### src/logic/uart_rgb_pkg.sv
package uart_rgb_pkg;

    // one serial data byte
    typedef logic [7:0] byte_t;

    // colour brightness, 0 to 3
    typedef logic [1:0] level_t;

    // pwm phase, one period is 8 clocks
    typedef logic [2:0] pwm_count_t;

    // oversampling ticks within one bit
    typedef logic [3:0] tick_count_t;

    // data bit position, lsb first
    typedef logic [2:0] bit_index_t;

    localparam int oversample = 16;

    // accepted line terminators
    localparam byte_t ascii_cr = 8'd13;
    localparam byte_t ascii_lf = 8'd10;

    localparam int min_command_bytes = 6;

    typedef enum logic [1:0] {
        print_ready,
        await_command,
        apply_levels,
        print_control
    } console_state_t;

endpackage

### src/logic/command_if.sv
`timescale 1ns/1ps

interface command_if;

    // buffer side, levels valid with line_ready
    logic line_ready;
    uart_rgb_pkg::level_t red_level;
    uart_rgb_pkg::level_t green_level;
    uart_rgb_pkg::level_t blue_level;

    // control side, empties the history
    logic clear;

    modport buffer (output line_ready, red_level, green_level, blue_level, input clear);

    modport control (input line_ready, output clear);

endinterface

### src/logic/baud_tick_gen.sv
`timescale 1ns/1ps

module baud_tick_gen #(
    parameter int baud_divisor = 27
) (
    input  logic clock,
    input  logic reset,
    output logic tick
);

    localparam int count_width = (baud_divisor > 1) ? $clog2(baud_divisor) : 1;

    logic [count_width-1:0] count;

    // wrap marks one tick per divisor period
    assign tick = (count == count_width'(baud_divisor - 1));

    always_ff @(posedge clock) begin
        if (reset || tick) begin
            count <= '0;
        end else begin
            count <= count + 1'b1;
        end
    end

endmodule

### src/logic/uart_receiver.sv
`timescale 1ns/1ps

module uart_receiver (
    input  logic                clock,
    input  logic                reset,
    input  logic                tick,
    input  logic                rx,
    output uart_rgb_pkg::byte_t rx_byte,
    output logic                rx_valid
);

    typedef enum logic [1:0] {
        rx_idle,
        rx_start_bit,
        rx_data_bits,
        rx_stop_bit
    } rx_state_t;

    localparam uart_rgb_pkg::tick_count_t half_tick =
        uart_rgb_pkg::tick_count_t'(uart_rgb_pkg::oversample / 2 - 1);
    localparam uart_rgb_pkg::tick_count_t last_tick =
        uart_rgb_pkg::tick_count_t'(uart_rgb_pkg::oversample - 1);

    rx_state_t state;
    uart_rgb_pkg::tick_count_t tick_count;
    uart_rgb_pkg::bit_index_t bit_index;
    uart_rgb_pkg::byte_t shift_q;
    logic sample;

    // mid-bit sample point once the start bit is confirmed
    assign sample = tick && (tick_count == last_tick);

    always_ff @(posedge clock) begin
        if (reset) begin
            state      <= rx_idle;
            tick_count <= '0;
            bit_index  <= '0;
            rx_valid   <= 1'b0;
        end else begin
            rx_valid <= 1'b0;
            case (state)
                rx_idle: begin
                    if (!rx) begin
                        state      <= rx_start_bit;
                        tick_count <= '0;
                    end
                end
                rx_start_bit: begin
                    if (tick && tick_count == half_tick) begin
                        tick_count <= '0;
                        bit_index  <= '0;
                        // a glitch shorter than half a bit is dropped
                        state      <= rx ? rx_idle : rx_data_bits;
                    end else if (tick) begin
                        tick_count <= tick_count + 1'b1;
                    end
                end
                rx_data_bits: begin
                    if (tick) begin
                        tick_count <= tick_count + 1'b1;
                    end
                    if (sample) begin
                        bit_index <= bit_index + 1'b1;
                        if (bit_index == uart_rgb_pkg::bit_index_t'(7)) begin
                            state <= rx_stop_bit;
                        end
                    end
                end
                rx_stop_bit: begin
                    if (tick) begin
                        tick_count <= tick_count + 1'b1;
                    end
                    if (sample) begin
                        rx_valid <= 1'b1;
                        state    <= rx_idle;
                    end
                end
            endcase
        end
    end

    // lsb first, output held until the next stop bit
    always_ff @(posedge clock) begin
        if (state == rx_data_bits && sample) begin
            shift_q <= {rx, shift_q[7:1]};
        end
        if (state == rx_stop_bit && sample) begin
            rx_byte <= shift_q;
        end
    end

endmodule

### src/logic/uart_transmitter.sv
`timescale 1ns/1ps

module uart_transmitter (
    input  logic                clock,
    input  logic                reset,
    input  logic                tick,
    input  uart_rgb_pkg::byte_t tx_byte,
    input  logic                tx_start,
    output logic                tx_done,
    output logic                tx
);

    typedef enum logic [1:0] {
        tx_idle,
        tx_start_bit,
        tx_data_bits,
        tx_stop_bit
    } tx_state_t;

    localparam uart_rgb_pkg::tick_count_t last_tick =
        uart_rgb_pkg::tick_count_t'(uart_rgb_pkg::oversample - 1);

    tx_state_t state;
    uart_rgb_pkg::tick_count_t tick_count;
    uart_rgb_pkg::bit_index_t bit_index;
    uart_rgb_pkg::byte_t data_q;
    logic pending;
    logic busy;
    logic bit_end;

    // pending covers the wait for the first tick
    assign busy    = (state != tx_idle) || pending;
    assign bit_end = tick && (tick_count == last_tick);
    assign tx_done = (state == tx_stop_bit) && bit_end;

    always_ff @(posedge clock) begin
        if (tx_start && !busy) begin
            data_q <= tx_byte;
        end
    end

    always_ff @(posedge clock) begin
        if (reset) begin
            state      <= tx_idle;
            pending    <= 1'b0;
            tick_count <= '0;
            bit_index  <= '0;
        end else if (state == tx_idle) begin
            if (pending && tick) begin
                pending    <= 1'b0;
                state      <= tx_start_bit;
                tick_count <= '0;
            end else if (tx_start && !busy) begin
                pending <= 1'b1;
            end
        end else begin
            if (tick) begin
                tick_count <= bit_end ? '0 : tick_count + 1'b1;
            end
            if (bit_end) begin
                case (state)
                    tx_start_bit: begin
                        state     <= tx_data_bits;
                        bit_index <= '0;
                    end
                    tx_data_bits: begin
                        bit_index <= bit_index + 1'b1;
                        if (bit_index == uart_rgb_pkg::bit_index_t'(7)) begin
                            state <= tx_stop_bit;
                        end
                    end
                    default: state <= tx_idle;
                endcase
            end
        end
    end

    // line level from state and bit position
    always_comb begin
        case (state)
            tx_start_bit: tx = 1'b0;
            tx_data_bits: tx = data_q[bit_index];
            default:      tx = 1'b1;
        endcase
    end

endmodule

### src/logic/command_buffer.sv
`timescale 1ns/1ps

module command_buffer (
    input  logic                clock,
    input  logic                reset,
    input  uart_rgb_pkg::byte_t rx_byte,
    input  logic                rx_valid,
    command_if.buffer           cmd
);

    uart_rgb_pkg::byte_t history [0:5];
    logic [2:0] byte_count;
    logic is_terminator;
    logic line_full;

    // ascii '0' to '3' give their value, anything else is off
    function automatic uart_rgb_pkg::level_t digit_level(input uart_rgb_pkg::byte_t ch);
        if (ch >= "0" && ch <= "3") begin
            return uart_rgb_pkg::level_t'(ch - "0");
        end
        return '0;
    endfunction

    assign is_terminator = (rx_byte == uart_rgb_pkg::ascii_cr) ||
                           (rx_byte == uart_rgb_pkg::ascii_lf);
    assign line_full     = (byte_count == 3'(uart_rgb_pkg::min_command_bytes));

    // newest byte in history[0], terminators are not stored
    always_ff @(posedge clock) begin
        if (cmd.clear) begin
            for (int i = 0; i < 6; i++) begin
                history[i] <= '0;
            end
        end else if (rx_valid && !is_terminator) begin
            for (int i = 5; i > 0; i--) begin
                history[i] <= history[i-1];
            end
            history[0] <= rx_byte;
        end
    end

    always_ff @(posedge clock) begin
        if (reset) begin
            byte_count     <= '0;
            cmd.line_ready <= 1'b0;
        end else begin
            cmd.line_ready <= 1'b0;
            if (cmd.clear) begin
                byte_count <= '0;
            end else if (rx_valid && is_terminator) begin
                // short lines just restart the count
                byte_count     <= '0;
                cmd.line_ready <= line_full;
            end else if (rx_valid && !line_full) begin
                byte_count <= byte_count + 1'b1;
            end
        end
    end

    // fifth, third and first byte before the terminator
    always_ff @(posedge clock) begin
        if (rx_valid && is_terminator && line_full) begin
            cmd.red_level   <= digit_level(history[4]);
            cmd.green_level <= digit_level(history[2]);
            cmd.blue_level  <= digit_level(history[0]);
        end
    end

endmodule

### src/logic/pwm_driver.sv
`timescale 1ns/1ps

module pwm_driver (
    input  logic                 clock,
    input  logic                 reset,
    input  logic                 load,
    input  uart_rgb_pkg::level_t red_level,
    input  uart_rgb_pkg::level_t green_level,
    input  uart_rgb_pkg::level_t blue_level,
    output logic                 pwm_red,
    output logic                 pwm_green,
    output logic                 pwm_blue
);

    uart_rgb_pkg::level_t red_q;
    uart_rgb_pkg::level_t green_q;
    uart_rgb_pkg::level_t blue_q;
    uart_rgb_pkg::pwm_count_t pwm_count;

    always_ff @(posedge clock) begin
        if (reset) begin
            red_q     <= '0;
            green_q   <= '0;
            blue_q    <= '0;
            pwm_count <= '0;
        end else begin
            pwm_count <= pwm_count + 1'b1;
            if (load) begin
                red_q   <= red_level;
                green_q <= green_level;
                blue_q  <= blue_level;
            end
        end
    end

    // duty is level/8
    assign pwm_red   = (pwm_count < uart_rgb_pkg::pwm_count_t'(red_q));
    assign pwm_green = (pwm_count < uart_rgb_pkg::pwm_count_t'(green_q));
    assign pwm_blue  = (pwm_count < uart_rgb_pkg::pwm_count_t'(blue_q));

endmodule

### src/logic/console_control.sv
`timescale 1ns/1ps

module console_control (
    input  logic                clock,
    input  logic                reset,
    command_if.control          cmd,
    output uart_rgb_pkg::byte_t tx_byte,
    output logic                tx_start,
    input  logic                tx_done,
    output logic                load
);

    // message rom layout
    localparam logic [3:0] ready_last    = 4'd6;
    localparam logic [3:0] control_first = 4'd7;
    localparam logic [3:0] control_last  = 4'd15;

    uart_rgb_pkg::console_state_t state;
    logic [3:0] msg_index;
    logic sending;

    // "Ready" LF CR, then "Control" LF CR
    function automatic uart_rgb_pkg::byte_t message_rom(input logic [3:0] index);
        case (index)
            4'd0:  return "R";
            4'd1:  return "e";
            4'd2:  return "a";
            4'd3:  return "d";
            4'd4:  return "y";
            4'd5:  return uart_rgb_pkg::ascii_lf;
            4'd6:  return uart_rgb_pkg::ascii_cr;
            4'd7:  return "C";
            4'd8:  return "o";
            4'd9:  return "n";
            4'd10: return "t";
            4'd11: return "r";
            4'd12: return "o";
            4'd13: return "l";
            4'd14: return uart_rgb_pkg::ascii_lf;
            default: return uart_rgb_pkg::ascii_cr;
        endcase
    endfunction

    assign tx_byte = message_rom(msg_index);

    always_ff @(posedge clock) begin
        if (reset) begin
            state     <= uart_rgb_pkg::print_ready;
            msg_index <= '0;
            sending   <= 1'b0;
            tx_start  <= 1'b0;
            load      <= 1'b0;
            cmd.clear <= 1'b0;
        end else begin
            tx_start  <= 1'b0;
            load      <= 1'b0;
            cmd.clear <= 1'b0;
            case (state)
                uart_rgb_pkg::print_ready, uart_rgb_pkg::print_control: begin
                    if (!sending) begin
                        tx_start <= 1'b1;
                        sending  <= 1'b1;
                    end else if (tx_done) begin
                        sending <= 1'b0;
                        if (state == uart_rgb_pkg::print_ready && msg_index == ready_last) begin
                            // drop whatever arrived while printing
                            cmd.clear <= 1'b1;
                            msg_index <= control_first;
                            state     <= uart_rgb_pkg::await_command;
                        end else if (msg_index == control_last) begin
                            msg_index <= '0;
                            state     <= uart_rgb_pkg::print_ready;
                        end else begin
                            msg_index <= msg_index + 1'b1;
                        end
                    end
                end
                uart_rgb_pkg::await_command: begin
                    if (cmd.line_ready) begin
                        load  <= 1'b1;
                        state <= uart_rgb_pkg::apply_levels;
                    end
                end
                uart_rgb_pkg::apply_levels: begin
                    // first "Control" byte goes out right after load
                    tx_start <= 1'b1;
                    sending  <= 1'b1;
                    state    <= uart_rgb_pkg::print_control;
                end
            endcase
        end
    end

endmodule

### src/logic/uart_rgb_top.sv
`timescale 1ns/1ps

module uart_rgb_top #(
    parameter int baud_divisor = 27
) (
    input  logic clock,
    input  logic reset,
    input  logic uart_rx,
    output logic uart_tx,
    output logic pwm_red,
    output logic pwm_green,
    output logic pwm_blue
);

    logic tick;
    uart_rgb_pkg::byte_t rx_byte;
    logic rx_valid;
    uart_rgb_pkg::byte_t tx_byte;
    logic tx_start;
    logic tx_done;
    logic load;

    command_if cmd ();

    // one oversampling tick shared by both directions
    baud_tick_gen #(
        .baud_divisor (baud_divisor)
    ) i_baud_tick_gen (
        .clock (clock),
        .reset (reset),
        .tick  (tick)
    );

    uart_receiver i_receiver (
        .clock    (clock),
        .reset    (reset),
        .tick     (tick),
        .rx       (uart_rx),
        .rx_byte  (rx_byte),
        .rx_valid (rx_valid)
    );

    uart_transmitter i_transmitter (
        .clock    (clock),
        .reset    (reset),
        .tick     (tick),
        .tx_byte  (tx_byte),
        .tx_start (tx_start),
        .tx_done  (tx_done),
        .tx       (uart_tx)
    );

    command_buffer i_buffer (
        .clock    (clock),
        .reset    (reset),
        .rx_byte  (rx_byte),
        .rx_valid (rx_valid),
        .cmd      (cmd.buffer)
    );

    console_control i_control (
        .clock    (clock),
        .reset    (reset),
        .cmd      (cmd.control),
        .tx_byte  (tx_byte),
        .tx_start (tx_start),
        .tx_done  (tx_done),
        .load     (load)
    );

    pwm_driver i_pwm (
        .clock       (clock),
        .reset       (reset),
        .load        (load),
        .red_level   (cmd.red_level),
        .green_level (cmd.green_level),
        .blue_level  (cmd.blue_level),
        .pwm_red     (pwm_red),
        .pwm_green   (pwm_green),
        .pwm_blue    (pwm_blue)
    );

endmodule

### config.mk
export PLATFORM = sky130hd
export DESIGN_NAME = uart_rgb_top
export DESIGN_NICKNAME = d
export VERILOG_FILES = /design/src/logic/uart_rgb_pkg.sv /design/src/logic/command_if.sv /design/src/logic/baud_tick_gen.sv /design/src/logic/uart_receiver.sv /design/src/logic/uart_transmitter.sv /design/src/logic/command_buffer.sv /design/src/logic/pwm_driver.sv /design/src/logic/console_control.sv /design/src/logic/uart_rgb_top.sv
export SDC_FILE = /design/constraint.sdc
export NUM_CORES = 1
export LEC_CHECK = 0
export ABC_AREA = 1
export BUFFER_PORTS_ARGS = -buffer_cell sky130_fd_sc_hd__buf_2
export CORE_MARGIN = 2
export CORE_UTILIZATION = 62
export DETAILED_ROUTE_END_ITERATION = 12
export GPL_TIMING_DRIVEN = 0
export PLACE_DENSITY = 0.88
export SLEW_MARGIN = 40
export SYNTH_ARGS = -nofsm -noshare
export SYNTH_HDL_FRONTEND = slang
export SYNTH_SLANG_ARGS = --single-unit
### constraint.sdc
create_clock -name clock -period 2.7 [get_ports clock]
set_input_delay 0.27 -clock clock [delete_from_list [all_inputs] [get_ports clock]]
set_output_delay 0.27 -clock clock [all_outputs]
set_load 0.01 [all_outputs]
==> results.md <==
- Final hold violation count: 0
- Syn Area/Cell: 9.70 um2
- Final GP Congestion: 0.891
- TritonCTS clock tree: done
- DRT Pass-1 Iters: 5
- Async set-reset flop share out of synthesis: 0%
- Setup WS pre-CTS: 0.727 ns
- Leakage power: 2.54 nW
- Vias in the first global route: 3,961
- DR vias/cell: 5.45
- Num rows: 33
- WHS: 0.118 ns
- Crit path time final: 2.09 ns
- Layout area overhead: 14.8%
- Synth cell types: 42
- Post-DP HPWL: 6510 um
- Post-cts gate resize count: 0
- I/O pin count: 7
- Fill cell count: 497
- Via count: 3,773
- Clock sink count: 117
- CP required: 2.43 ns
- Worst slew margin: 56.8%
- Reg area: 3030 um2
- Reg clk slew, reported paths: 0.06 ns
- Total power: 4.72 mW
- Total CTS buffers: 17
- Multi-input logic area: 1870 um2
- Diodes inserted: 0
- ANT nets after route: 0
- Power per standard cell area: 772 nW/um2
- Dpl cells: 659
- Net count, final: 610
- RSZ-0062 raised after global routing: false
- Syn Nets: 585
- Mux share of post-synthesis cell area: 0%
- Synthesized instance count: 549
- Fin crit share: 77.3%
- Slew @ Worst Pin: 0.646 ns
- # H-tree levels: 4
- Final core utilization: 74.0%
- Status: finished, final reports clean
- Total GRT Usage: 23.5%
- Placed cell area: 5480 um2
- Die area: 9350 um2
- Seq/Total Area, Yosys: 57.0%
- Fin area: 6110 um2
- Final Max Slew Viols: 0
- Worst EP arrival: 1.82 ns
- CTS Buffer Depth: 2
- Post-route setup slack: 0.614 ns
- Clock tree root driver cell: clkbuf_8
- Die H: 96.7 um
- Crit start category: flop
- Routed wire length: 10,500 um
- Combinational family with the most area after synthesis: simple AND/OR/NAND/NOR gates
- Largest net degree at the start of global routing: 41
- YS warnings: 0
- Share of cells above drive strength 1: 11.8%
- Worst vdd ir: 0.000401 V
- Synth Area in XOR/XNOR: 1.15%
- Drt first-iter violations: 321
- Final setup fails: 0
- Max FO, Critical Path: 6
- Initial antenna violation count: 0
- Main flop type after synthesis: edfxtp_1
- Simple-gate portion of the synthesized area: 18.5%
- Max frequency: 0.479 GHz
- FF+latch count, synth: 117
- Synth Area in Compound Gates: 7.59%
- Worst Skew: 0.00773 ns
- Total core area: 8260 um2
- Global route overflow: 0
- Post-route insts no fill: 692
- EDFF count, synth: 69
- Worst Path Class, Setup: flop to output port
- Worst setup EP type: output port
- Max-capacitance violation count: 0
- Setup TNS: 0 ns
- Buffers added on ports: 5
- Drt wl/cell: 15.2 um
- Worst hold path class: primary input to flop
- Post-Synth Adder-Cell Area: 7.75%
- DRC errors left: 0
- Starting density of the core: 64.5%
- Synthesized area: 5330 um2
- Clk Latency, worst-skew pair: 0.52 ns
- Chip width: 96.7 um
- First-pass GRT wire length: 17,600 um
flip-flops by register name, indices dropped and copies added (netlist names), 3 cells and up, named ones only:
signal                    flops
i_transmitter.bit_index       3
i_baud_tick_gen.count         5
i_buffer.byte_count           3
i_transmitter.data_q          7
i_receiver.rx_byte            8
i_control.msg_index           4
i_receiver.tick_count         4
i_receiver.bit_index          3
i_pwm.pwm_count               3
i_receiver.shift_q            8
i_buffer.history             40
i_transmitter.tick_count      4
power breakdown:
| part | switching [mW] | internal, mW | total (mW) |
|---|---|---|---|
| Clock | 0.814 | 1.50 | 2.32 |
| Combinational | 0.276 | 0.145 | 0.421 |
| Sequential | 0.0448 | 1.93 | 1.98 |
| Total | 1.13 | 3.58 | 4.72 |
critical path, cell delays in order (launching register included):
cell and delay, ns:
dfxtp_1 0.34, inv_1 0.10, ha_1 0.28, inv_1 0.10
a31oi_1 0.14, o21ai_0 0.10, o21ai_0 0.08, buf_2 0.16
synth_stat cells (2+ instances only):
master,count,area [um2]
edfxtp_1,69,2070
nand2_1,61,229
inv_2,2,7.51
nor4_1,2,12.5
xor2_1,5,43.8
o21ai_1,3,15.0
nand2_4,2,22.5
nor2_1,101,379
buf_2,6,30.0
dfxtp_1,48,961
a21oi_1,25,125
or2_2,4,25.0
nor3_2,2,20.0
clkinv_1,2,7.51
nor2_4,3,33.8
nor3_1,4,20.0
a211oi_1,7,52.6
ha_1,33,413
xnor2_1,2,17.5
nand3_1,21,105
a31oi_1,6,37.5
o21ai_0,25,125
nand2_2,4,25.0
nand4_1,4,25.0
inv_1,91,342
final cells by class:
cell class | count | share of cell area [%]
inverters | 95 | 5.83
flip-flops and latches | 117 | 49.6
repair buffers | 6 | 0.573
well taps | 105 | 2.15
clock inverters | 15 | 3.27
multi-input cells | 327 | 30.6
clock buffers | 17 | 6.77
plain buffers | 10 | 1.19
repair_timing:
| item | in CTS | in global routing |
|---|---|---|
| setup buffers | 0 | 0 |
| hold buffers | 1 | 0 |
| hold endpoints to repair | 1 | 0 |
path summary, 6_finish.rpt:
path / slack (ns) / startpoint / depth (start not counted) / end
worst max-delay path: 0.61 / i_transmitter.state[0] / 7 / uart_tx
worst min register to register: 0.46 / i_receiver.shift_q[7] / 0 / i_receiver.rx_byte[7]
worst max register to register: 0.88 / i_receiver.rx_byte[7] / 5 / i_buffer.cmd.green_level[1]
worst min-delay path: 0.12 / reset / 2 / i_receiver.bit_index[0]
layout by cell type (no fill, tap or decap), types with 16 or more instances in the layout:
cell type,count
a21oi_1,25
clkbuf_16,16
dfxtp_1,48
edfxtp_1,69
ha_1,33
inv_1,91
nand2_1,60
nand3_1,21
nor2_1,101
o21ai_0,25
layer usage:
layer	track usage [%]	wire (um)	part of all wire [%]
met2	42.9	5750	55
met3	6.29	423	4.0
met4	10.5	244	2.3
met5	0	0	0
met1	25.3	4090	39
cell families after synthesis:
logic type               Yosys count
AO/OA/AOI/OAI                     72
XOR/XNOR                           7
AND/OR/NAND/NOR                  215
adder cells (fa/ha/maj)           33
flip-flops                       117
buffers and inverters            105
Power figures use the tool's default switching activity.
